--- src/rtl/cache_pkg.sv ---
package cache_pkg;

    // address and data widths
    localparam int ADDR_W   = 32;
    localparam int DATA_W   = 32;
    localparam int OFFSET_W = 2;
    localparam int INDEX_W  = 4;
    localparam int TAG_W    = ADDR_W - INDEX_W - OFFSET_W;

    // address split as seen by the tag and data stores
    typedef struct packed {
        logic [TAG_W-1:0]    tag;
        logic [INDEX_W-1:0]  index;
        logic [OFFSET_W-1:0] offset;
    } cache_addr_t;

    // one address word, flat for the buses or split for the stores
    typedef union packed {
        logic [ADDR_W-1:0] raw;
        cache_addr_t       fields;
    } cache_addr_u;

    // cpu side, master to cache
    typedef struct packed {
        logic              cyc;
        logic              stb;
        logic              we;
        cache_addr_u       adr;
        logic [DATA_W-1:0] dat;
    } cpu_req_t;

    // cpu side, cache back to master
    typedef struct packed {
        logic              ack;
        logic              rty;
        logic [DATA_W-1:0] dat;
    } cpu_rsp_t;

    // memory side, cache to memory slave
    typedef struct packed {
        logic              cyc;
        logic              stb;
        logic              we;
        cache_addr_u       adr;
        logic [DATA_W-1:0] dat;
    } mem_req_t;

    // memory side, slave back to cache
    typedef struct packed {
        logic              ack;
        logic              rty;
        logic [DATA_W-1:0] dat;
    } mem_rsp_t;

endpackage : cache_pkg
--- src/rtl/cache_top.sv ---
`timescale 1ns/100ps

module cache_top #(
    parameter int ASSOCIATIVITY = 2
) (
    input  logic                clk,
    input  logic                arst_n,
    input  cache_pkg::cpu_req_t cpu_req,
    output cache_pkg::cpu_rsp_t cpu_rsp,
    output cache_pkg::mem_req_t mem_req,
    input  cache_pkg::mem_rsp_t mem_rsp
);

    localparam int WAY_W = $clog2(ASSOCIATIVITY);

    logic [ASSOCIATIVITY-1:0]     hit;
    logic                         dirty;
    logic [WAY_W-1:0]             victim;
    logic [WAY_W-1:0]             way_sel;
    logic                         fill_sel;
    logic                         tag_sel;
    logic                         load;
    logic                         touch;
    logic                         cpu_ack;
    logic                         cpu_rty;
    logic                         mem_cyc;
    logic                         mem_stb;
    logic                         mem_we;
    logic [cache_pkg::DATA_W-1:0] rd_dat;
    cache_pkg::cache_addr_u       mem_adr;

    cache_tag_store #(
        .ASSOCIATIVITY(ASSOCIATIVITY)
    ) i_tag_store (
        .clk     (clk),
        .arst_n  (arst_n),
        .cpu_adr (cpu_req.adr),
        .cpu_we  (cpu_req.we),
        .way_sel (way_sel),
        .tag_sel (tag_sel),
        .load    (load),
        .touch   (touch),
        .hit     (hit),
        .dirty   (dirty),
        .victim  (victim),
        .mem_adr (mem_adr)
    );

    cache_data_store #(
        .ASSOCIATIVITY(ASSOCIATIVITY)
    ) i_data_store (
        .clk      (clk),
        .index    (cpu_req.adr.fields.index),
        .way_sel  (way_sel),
        .fill_sel (fill_sel),
        .load     (load),
        .cpu_dat  (cpu_req.dat),
        .mem_dat  (mem_rsp.dat),
        .rd_dat   (rd_dat)
    );

    cache_controller #(
        .ASSOCIATIVITY(ASSOCIATIVITY)
    ) i_controller (
        .clk      (clk),
        .arst_n   (arst_n),
        .cpu_cyc  (cpu_req.cyc),
        .cpu_stb  (cpu_req.stb),
        .cpu_we   (cpu_req.we),
        .hit      (hit),
        .dirty    (dirty),
        .victim   (victim),
        .mem_ack  (mem_rsp.ack),
        .mem_rty  (mem_rsp.rty),
        .way_sel  (way_sel),
        .fill_sel (fill_sel),
        .tag_sel  (tag_sel),
        .load     (load),
        .touch    (touch),
        .cpu_ack  (cpu_ack),
        .cpu_rty  (cpu_rty),
        .mem_cyc  (mem_cyc),
        .mem_stb  (mem_stb),
        .mem_we   (mem_we)
    );

    // read word serves the cpu on a hit and memory on a write-back
    assign cpu_rsp = '{ack: cpu_ack, rty: cpu_rty, dat: rd_dat};
    assign mem_req = '{cyc: mem_cyc, stb: mem_stb, we: mem_we, adr: mem_adr, dat: rd_dat};

endmodule : cache_top

--- src/rtl/cache_controller.sv ---
`timescale 1ns/100ps

module cache_controller #(
    parameter int ASSOCIATIVITY = 2
) (
    input  logic                             clk,
    input  logic                             arst_n,
    input  logic                             cpu_cyc,
    input  logic                             cpu_stb,
    input  logic                             cpu_we,
    input  logic [ASSOCIATIVITY-1:0]         hit,
    input  logic                             dirty,
    input  logic [$clog2(ASSOCIATIVITY)-1:0] victim,
    input  logic                             mem_ack,
    input  logic                             mem_rty,
    output logic [$clog2(ASSOCIATIVITY)-1:0] way_sel,
    output logic                             fill_sel,
    output logic                             tag_sel,
    output logic                             load,
    output logic                             touch,
    output logic                             cpu_ack,
    output logic                             cpu_rty,
    output logic                             mem_cyc,
    output logic                             mem_stb,
    output logic                             mem_we
);

    localparam int WAY_W = $clog2(ASSOCIATIVITY);

    enum logic [2:0] {
        S_IDLE,
        S_FLUSH,
        S_FLUSH_WAIT,
        S_FETCH,
        S_FETCH_WAIT
    } state, next_state;

    logic cpu_req;

    assign cpu_req = cpu_cyc && cpu_stb;

    always_comb begin : state_outputs
        way_sel  = '0;
        fill_sel = 1'b0;
        tag_sel  = 1'b0;
        load     = 1'b0;
        touch    = 1'b0;
        cpu_ack  = 1'b0;
        cpu_rty  = 1'b1;
        mem_cyc  = 1'b0;
        mem_stb  = 1'b0;
        mem_we   = 1'b0;

        case (state)
            S_IDLE: begin
                if (cpu_req && (|hit)) begin
                    // encode the hit vector
                    for (int i = 0; i < ASSOCIATIVITY; i++) begin
                        if (hit[i]) begin
                            way_sel = i[WAY_W-1:0];
                        end
                    end
                    touch   = 1'b1;
                    load    = cpu_we;
                    cpu_ack = 1'b1;
                    cpu_rty = 1'b0;
                end else if (cpu_req) begin
                    // claim the memory bus, strobe comes later
                    way_sel = victim;
                    mem_cyc = 1'b1;
                end
            end

            S_FLUSH: begin
                // victim tag and data go out
                way_sel = victim;
                mem_cyc = 1'b1;
                mem_stb = 1'b1;
                mem_we  = 1'b1;
            end

            S_FLUSH_WAIT: begin
                way_sel = victim;
                mem_cyc = 1'b1;
                mem_we  = 1'b1;
            end

            S_FETCH: begin
                way_sel  = victim;
                tag_sel  = 1'b1;
                fill_sel = 1'b1;
                // capture the word in the ack cycle
                load     = mem_ack;
                mem_cyc  = 1'b1;
                mem_stb  = 1'b1;
            end

            S_FETCH_WAIT: begin
                way_sel = victim;
                tag_sel = 1'b1;
                mem_cyc = 1'b1;
            end

            default: begin
                mem_cyc = 1'b0;
            end
        endcase
    end

    always_comb begin : state_next
        next_state = state;
        case (state)
            S_IDLE: begin
                // miss waits here until memory stops asking for a retry
                if (cpu_req && !(|hit) && !mem_rty) begin
                    if (dirty) begin
                        next_state = S_FLUSH;
                    end else begin
                        next_state = S_FETCH;
                    end
                end
            end
            S_FLUSH:      if (mem_ack)  next_state = S_FLUSH_WAIT;
            S_FLUSH_WAIT: if (!mem_ack) next_state = S_FETCH;
            S_FETCH:      if (mem_ack)  next_state = S_FETCH_WAIT;
            S_FETCH_WAIT: if (!mem_ack) next_state = S_IDLE;
            default:      next_state = S_IDLE;
        endcase
    end

    always_ff @(posedge clk or negedge arst_n) begin
        if (!arst_n) begin
            state <= S_IDLE;
        end else begin
            state <= next_state;
        end
    end

    // the cpu is only acked while the memory bus is idle
    a_ack_no_cyc : assert property (@(posedge clk) disable iff (!arst_n)
        !(cpu_ack && mem_cyc));

    a_stb_in_cyc : assert property (@(posedge clk) disable iff (!arst_n)
        mem_stb |-> mem_cyc);

    // a wait state ends only once ack has fallen
    a_wait_exit : assert property (@(posedge clk) disable iff (!arst_n)
        (state inside {S_FLUSH_WAIT, S_FETCH_WAIT})
        |=> (state == $past(state)) || !$past(mem_ack));

endmodule : cache_controller

--- src/rtl/cache_data_store.sv ---
`timescale 1ns/100ps

module cache_data_store #(
    parameter int ASSOCIATIVITY = 2
) (
    input  logic                             clk,
    input  logic [cache_pkg::INDEX_W-1:0]    index,
    input  logic [$clog2(ASSOCIATIVITY)-1:0] way_sel,
    input  logic                             fill_sel,
    input  logic                             load,
    input  logic [cache_pkg::DATA_W-1:0]     cpu_dat,
    input  logic [cache_pkg::DATA_W-1:0]     mem_dat,
    output logic [cache_pkg::DATA_W-1:0]     rd_dat
);

    localparam int SETS = 1 << cache_pkg::INDEX_W;

    // one word per line
    logic [cache_pkg::DATA_W-1:0] line_q [SETS][ASSOCIATIVITY];
    logic [cache_pkg::DATA_W-1:0] wr_dat;

    // memory data on a fill, cpu data on a write hit
    always_comb begin
        if (fill_sel) begin
            wr_dat = mem_dat;
        end else begin
            wr_dat = cpu_dat;
        end
    end

    always_ff @(posedge clk) begin
        if (load) begin
            line_q[index][way_sel] <= wr_dat;
        end
    end

    // same port feeds hit reads and write-back data
    assign rd_dat = line_q[index][way_sel];

endmodule : cache_data_store

--- src/rtl/cache_tag_store.sv ---
`timescale 1ns/100ps

module cache_tag_store #(
    parameter int ASSOCIATIVITY = 2
) (
    input  logic                             clk,
    input  logic                             arst_n,
    input  cache_pkg::cache_addr_u           cpu_adr,
    input  logic                             cpu_we,
    input  logic [$clog2(ASSOCIATIVITY)-1:0] way_sel,
    input  logic                             tag_sel,
    input  logic                             load,
    input  logic                             touch,
    output logic [ASSOCIATIVITY-1:0]         hit,
    output logic                             dirty,
    output logic [$clog2(ASSOCIATIVITY)-1:0] victim,
    output cache_pkg::cache_addr_u           mem_adr
);

    localparam int WAY_W = $clog2(ASSOCIATIVITY);
    localparam int SETS  = 1 << cache_pkg::INDEX_W;

    logic [cache_pkg::INDEX_W-1:0] idx;
    logic [cache_pkg::TAG_W-1:0]   tag_q   [SETS][ASSOCIATIVITY];
    logic [ASSOCIATIVITY-1:0]      valid_q [SETS];
    logic [ASSOCIATIVITY-1:0]      dirty_q [SETS];
    // tree bits, heap order, 0 points the victim at the lower half
    logic [ASSOCIATIVITY-2:0]      plru_q  [SETS];
    logic [ASSOCIATIVITY-2:0]      plru_cur;
    logic [ASSOCIATIVITY-2:0]      plru_nxt;

    assign idx      = cpu_adr.fields.index;
    assign plru_cur = plru_q[idx];

    // compare every way of the set in parallel
    always_comb begin
        for (int w = 0; w < ASSOCIATIVITY; w++) begin
            hit[w] = valid_q[idx][w] && (tag_q[idx][w] == cpu_adr.fields.tag);
        end
    end

    // follow the tree from the root down to a leaf
    always_comb begin : victim_walk
        int node;
        node   = 0;
        victim = '0;
        for (int lvl = 0; lvl < WAY_W; lvl++) begin
            victim[WAY_W-1-lvl] = plru_cur[node];
            node = 2 * node + 1 + int'(plru_cur[node]);
        end
    end

    // every node on the path of way_sel points away from it
    always_comb begin : touch_walk
        int node;
        node     = 0;
        plru_nxt = plru_cur;
        for (int lvl = 0; lvl < WAY_W; lvl++) begin
            plru_nxt[node] = ~way_sel[WAY_W-1-lvl];
            node = 2 * node + 1 + int'(way_sel[WAY_W-1-lvl]);
        end
    end

    assign dirty = dirty_q[idx][victim];

    // write-back goes to the victim line, fetch to the cpu address
    always_comb begin
        mem_adr = cpu_adr;
        if (!tag_sel) begin
            mem_adr.fields.tag    = tag_q[idx][victim];
            mem_adr.fields.offset = '0;
        end
    end

    always_ff @(posedge clk or negedge arst_n) begin
        if (!arst_n) begin
            for (int s = 0; s < SETS; s++) begin
                valid_q[s] <= '0;
                dirty_q[s] <= '0;
                plru_q[s]  <= '0;
            end
        end else begin
            if (load) begin
                valid_q[idx][way_sel] <= 1'b1;
                // a fill brings a clean line, a cpu write dirties it
                if (tag_sel) begin
                    dirty_q[idx][way_sel] <= 1'b0;
                end else if (cpu_we) begin
                    dirty_q[idx][way_sel] <= 1'b1;
                end
            end
            if (touch) begin
                plru_q[idx] <= plru_nxt;
            end
        end
    end

    always_ff @(posedge clk) begin
        if (load) begin
            tag_q[idx][way_sel] <= cpu_adr.fields.tag;
        end
    end

    // a tag lives in at most one way of a set
    a_hit_onehot : assert property (@(posedge clk) disable iff (!arst_n) $onehot0(hit));

endmodule : cache_tag_store

--- config.mk ---
export PLATFORM = sky130hd
export DESIGN_NAME = cache_top
export DESIGN_NICKNAME = d
export VERILOG_FILES = /design/src/rtl/cache_pkg.sv /design/src/rtl/cache_top.sv /design/src/rtl/cache_controller.sv /design/src/rtl/cache_data_store.sv /design/src/rtl/cache_tag_store.sv
export SDC_FILE = /design/constraint.sdc
export NUM_CORES = 2
export LEC_CHECK = 0
export BUFFER_PORTS_ARGS = -buffer_cell sky130_fd_sc_hd__buf_2
export CAP_MARGIN = 20
export CORE_MARGIN = 3
export CORE_UTILIZATION = 62
export DETAILED_ROUTE_END_ITERATION = 16
export PLACE_DENSITY = 0.77
export SYNTH_ARGS = -nofsm -noshare
export SYNTH_HDL_FRONTEND = slang
export SYNTH_SLANG_ARGS = --single-unit
--- constraint.sdc ---
create_clock -name clk -period 6.7 [get_ports clk]
set_input_delay 0.335 -clock clk [delete_from_list [all_inputs] [get_ports clk]]
set_output_delay 0.335 -clock clk [all_outputs]
set_load 0.1 [all_outputs]
==> results.md <==
* Post-synthesis xor/xnor area fraction at 0.566%
* Post-synthesis async set-or-reset flop share at 4.28%
* Setup CP Type: primary input to output pin
* Syn Area/Cell at 20.2 µm²
* Root Buffer: clkbuf_16
* Congestion Overflow GR at 0
* Worst skew pair latency at 0.83 ns
* Pwr dens at 311 nW/µm²
* Netlist Area Pre-Place at 78,900 µm²
* Synth Area in Adders at 0%
* CTS tree: done
* Worst-margin pin slew at 1.16 ns
* HPWL after DPL at 121,000 µm
* Multi-input gate area at 19,600 µm²
* Longest Clk Path Bufs at 3
* Vias in the first global route at 44,043
* Cells after Synth at 3,906
* Distinct cells, synth at 81
* Final Cycle Share at 88.2%
* Slew Viols, Final at 0
* Post-cts sizing count at 0
* Min-Delay Path Depth at 1
* Worst-path fanout max at 55
* Pre-antenna DRT Iters at 8
* Largest family of logic cells by synthesized area: multiplexers
* Buffers added on ports at 203
* Most frequent cells in the layout: edfxtp_1, mux4_2, nand2_1
* Pin count of the biggest net entering global routing at 104
* Total chip power at 27,800 µW
* Htree depth at 4
* RSZ-0062 raised after global routing: false
* Total number of vias at 43,014
* Max-Cap Viols at 0
* Simple-gate share of the synthesized area at 2.49%
* Startpoint types: primary input
* WP data required at 6.36 ns
* Crit path DAT at 5.57 ns
* Endpoint, Worst Hold: i_tag_store.tag_q[0][6]
* Vias per cell at 7.16
* Final hold vios at 0
* DR iter-0 viols at 6,948
* Post-CTS Setup Bufs at 0
* Compound-gate portion of the synthesized area at 3.46%
* Tmin final at 5.91 ns
* # setup viols final at 0
* Reg clk slew, reported paths at 0.06 ns
* Fill cell count at 7,075
* Status: finished, final reports clean
* Max-Slew Margin vs Limit at 22.6%
* Post-synthesis mux area share at 18.0%
* Fin nets at 4,316
* Clock buffer count from CTS at 185
* Initial antenna violation count at 4
* Initial Utilization at 62.6%
* Register bit total from synthesis at 1,939
* Residual DRC count at 0
* Hold Crit Class: primary input to register
* Clock skew at 0.0455 ns
* Fraction of layout cells with a size suffix above 1 at 29.2%
* Setup TNS Final at 0 ns
* Storage element area at 57,800 µm²
* Reg2Reg Capture Point: i_tag_store.tag_q[9][9]
* Cell Rows at 130
* CTS Hold Buffers Added at 13
* Routed len/inst at 36.5 µm
* Antenna Violating Nets Remaining at 0
* CTS sink count at 1,939
* GRT Total Usage at 33.9%
* Global-route wire length before repair at 316,000 µm
* Critical path endpoint category: output pin
* R2r setup slk at 1.08 ns
* F_max at 169 MHz
* Min-Delay Startpoint: cpu_req[44]
* Die X at 363 µm
* Worst-case reg-to-reg path depth at 12
* Reg-to-Reg Start: i_tag_store.tag_q[0][16]
* Core outline area at 126,000 µm²
* Commonest non-fill, non-tap cell in the layout: edfxtp_1
* Syn_nets at 4,009
* Worst-case vdd ir drop at 0.294 mV
* Sequential cell area fraction in the yosys report at 73.3%
* Die footprint at 131,000 µm²
* GP Congestion at 0.977
* Final WL at 219,000 µm
* YS warnings at 0
* Die height at 363 µm
* Area grow syn2layout at 13.4%
* Top-level I/O count at 204
* Leakage at 0.0296 µW
* Synth Flop Type: edfxtp_1
* Post-synth EDFFs at 1,856
[registers in the layout (all words and copies together) (netlist names), named ones only]
signal and count:
i_tag_store.tag_q 832, i_tag_store.valid_q 32, i_controller.state 3, i_data_store.line_q 1024
i_tag_store.plru_q 16
[per-stage QoR]
stage               util (%)  instances  hold slack [ns]  setup slack (ns)  instance area, µm²
global placement        66.0       5654            0.318             0.620               83100
global route            71.0       6009           0.0374             0.624               89400
detailed placement      66.1       5656            0.324             0.545               83200
floorplan                  -       3906           0.0394             0.523               78900
CTS                     70.9       6002          0.00257             0.921               89300
finish                  71.0       6010           0.0774             0.790               89400
[worst max-delay path by stage]
stage / from / to / slack [ns] / depth (start not counted)
after floorplan: cpu_req[37] / i_data_store.line_q[13][0] / 0.52 / 15
after global placement: cpu_req[34] / i_tag_store.tag_q[9][5] / 0.62 / 14
after detailed placement: cpu_req[34] / i_tag_store.tag_q[8][20] / 0.55 / 13
after CTS: i_tag_store.tag_q[8][34] / cpu_rsp[31] / 0.92 / 13
after global routing: cpu_req[35] / cpu_rsp[31] / 0.62 / 16
final: cpu_req[34] / cpu_rsp[31] / 0.79 / 15
[cells by family after synthesis]
logic type	count (synthesis)
AOI/OAI and AO/OA	395
xor gates and xnor gates	51
buffers and inverters	300
DFF	1939
muxes	776
and+or+nand+nor	445
[report_power, final]
part / leakage, µW / switching [µW] / internal [µW] / total, µW
clock network: 0.00288 / 4510 / 5860 / 10400
logic: 0.00890 / 2630 / 920 / 3550
registers: 0.0178 / 70.3 / 13800 / 13900
[critical path: stages]
cell	delay, ns
buf_8	0.24
nor2_2	0.97
buf_4	0.30
a22oi_1	0.07
o21ai_0	0.18
a21oi_1	0.15
xnor2_1	0.46
nand4b_1	0.17
nor4_1	0.43
a41o_1	0.28
o211a_4	0.19
buf_4	0.78
nand2_1	0.32
nand2_1	0.35
buf_12	0.22
[per-layer routing]
metal	GRT usage, %	share of wire [%]	wire, µm	up-vias
met5	0	0.0059	13	-
met4	15.2	5.0	10900	2
met3	8.51	13	27800	641
met2	52.5	48	105000	3525
met1	46.5	35	75700	22116
li1	-	-	-	16730
[cells in the mapped netlist, types with 10 or more instances]
cell / instances / area (µm²)
mux4_2: 505 / 11400
nor2_1: 92 / 345
a211oi_1: 24 / 180
mux2i_1: 208 / 2080
a22oi_1: 58 / 435
o22ai_1: 18 / 113
nor3_1: 18 / 90.1
edfxtp_1: 1856 / 55700
o21bai_2: 14 / 158
o21ai_0: 62 / 310
dfrtp_1: 83 / 2080
clkbuf_1: 88 / 330
mux2_2: 61 / 687
a21oi_1: 57 / 285
nor4_1: 11 / 68.8
nand2_1: 230 / 863
nand4_1: 13 / 81.3
nor2b_1: 15 / 93.8
buf_4: 54 / 405
and2_1: 10 / 62.6
o31ai_1: 18 / 135
buf_6: 19 / 214
nand3_1: 18 / 90.1
buf_2: 83 / 415
buf_1: 24 / 90.1
xnor2_1: 40 / 350
xor2_1: 11 / 96.3
a21o_1: 21 / 158
a31oi_1: 56 / 350
inv_1: 18 / 67.6
[cell type report]
class,instances,area share (%)
clock inverters,97,1.13
repair buffers,400,4.43
inverters,20,0.0909
diodes,1,0.00280
well taps,1650,2.31
clock buffers,236,5.51
flip-flops and latches,1939,64.6
multi-input cells,1667,21.9
Note: power is estimated with default switching activity, not from simulation.
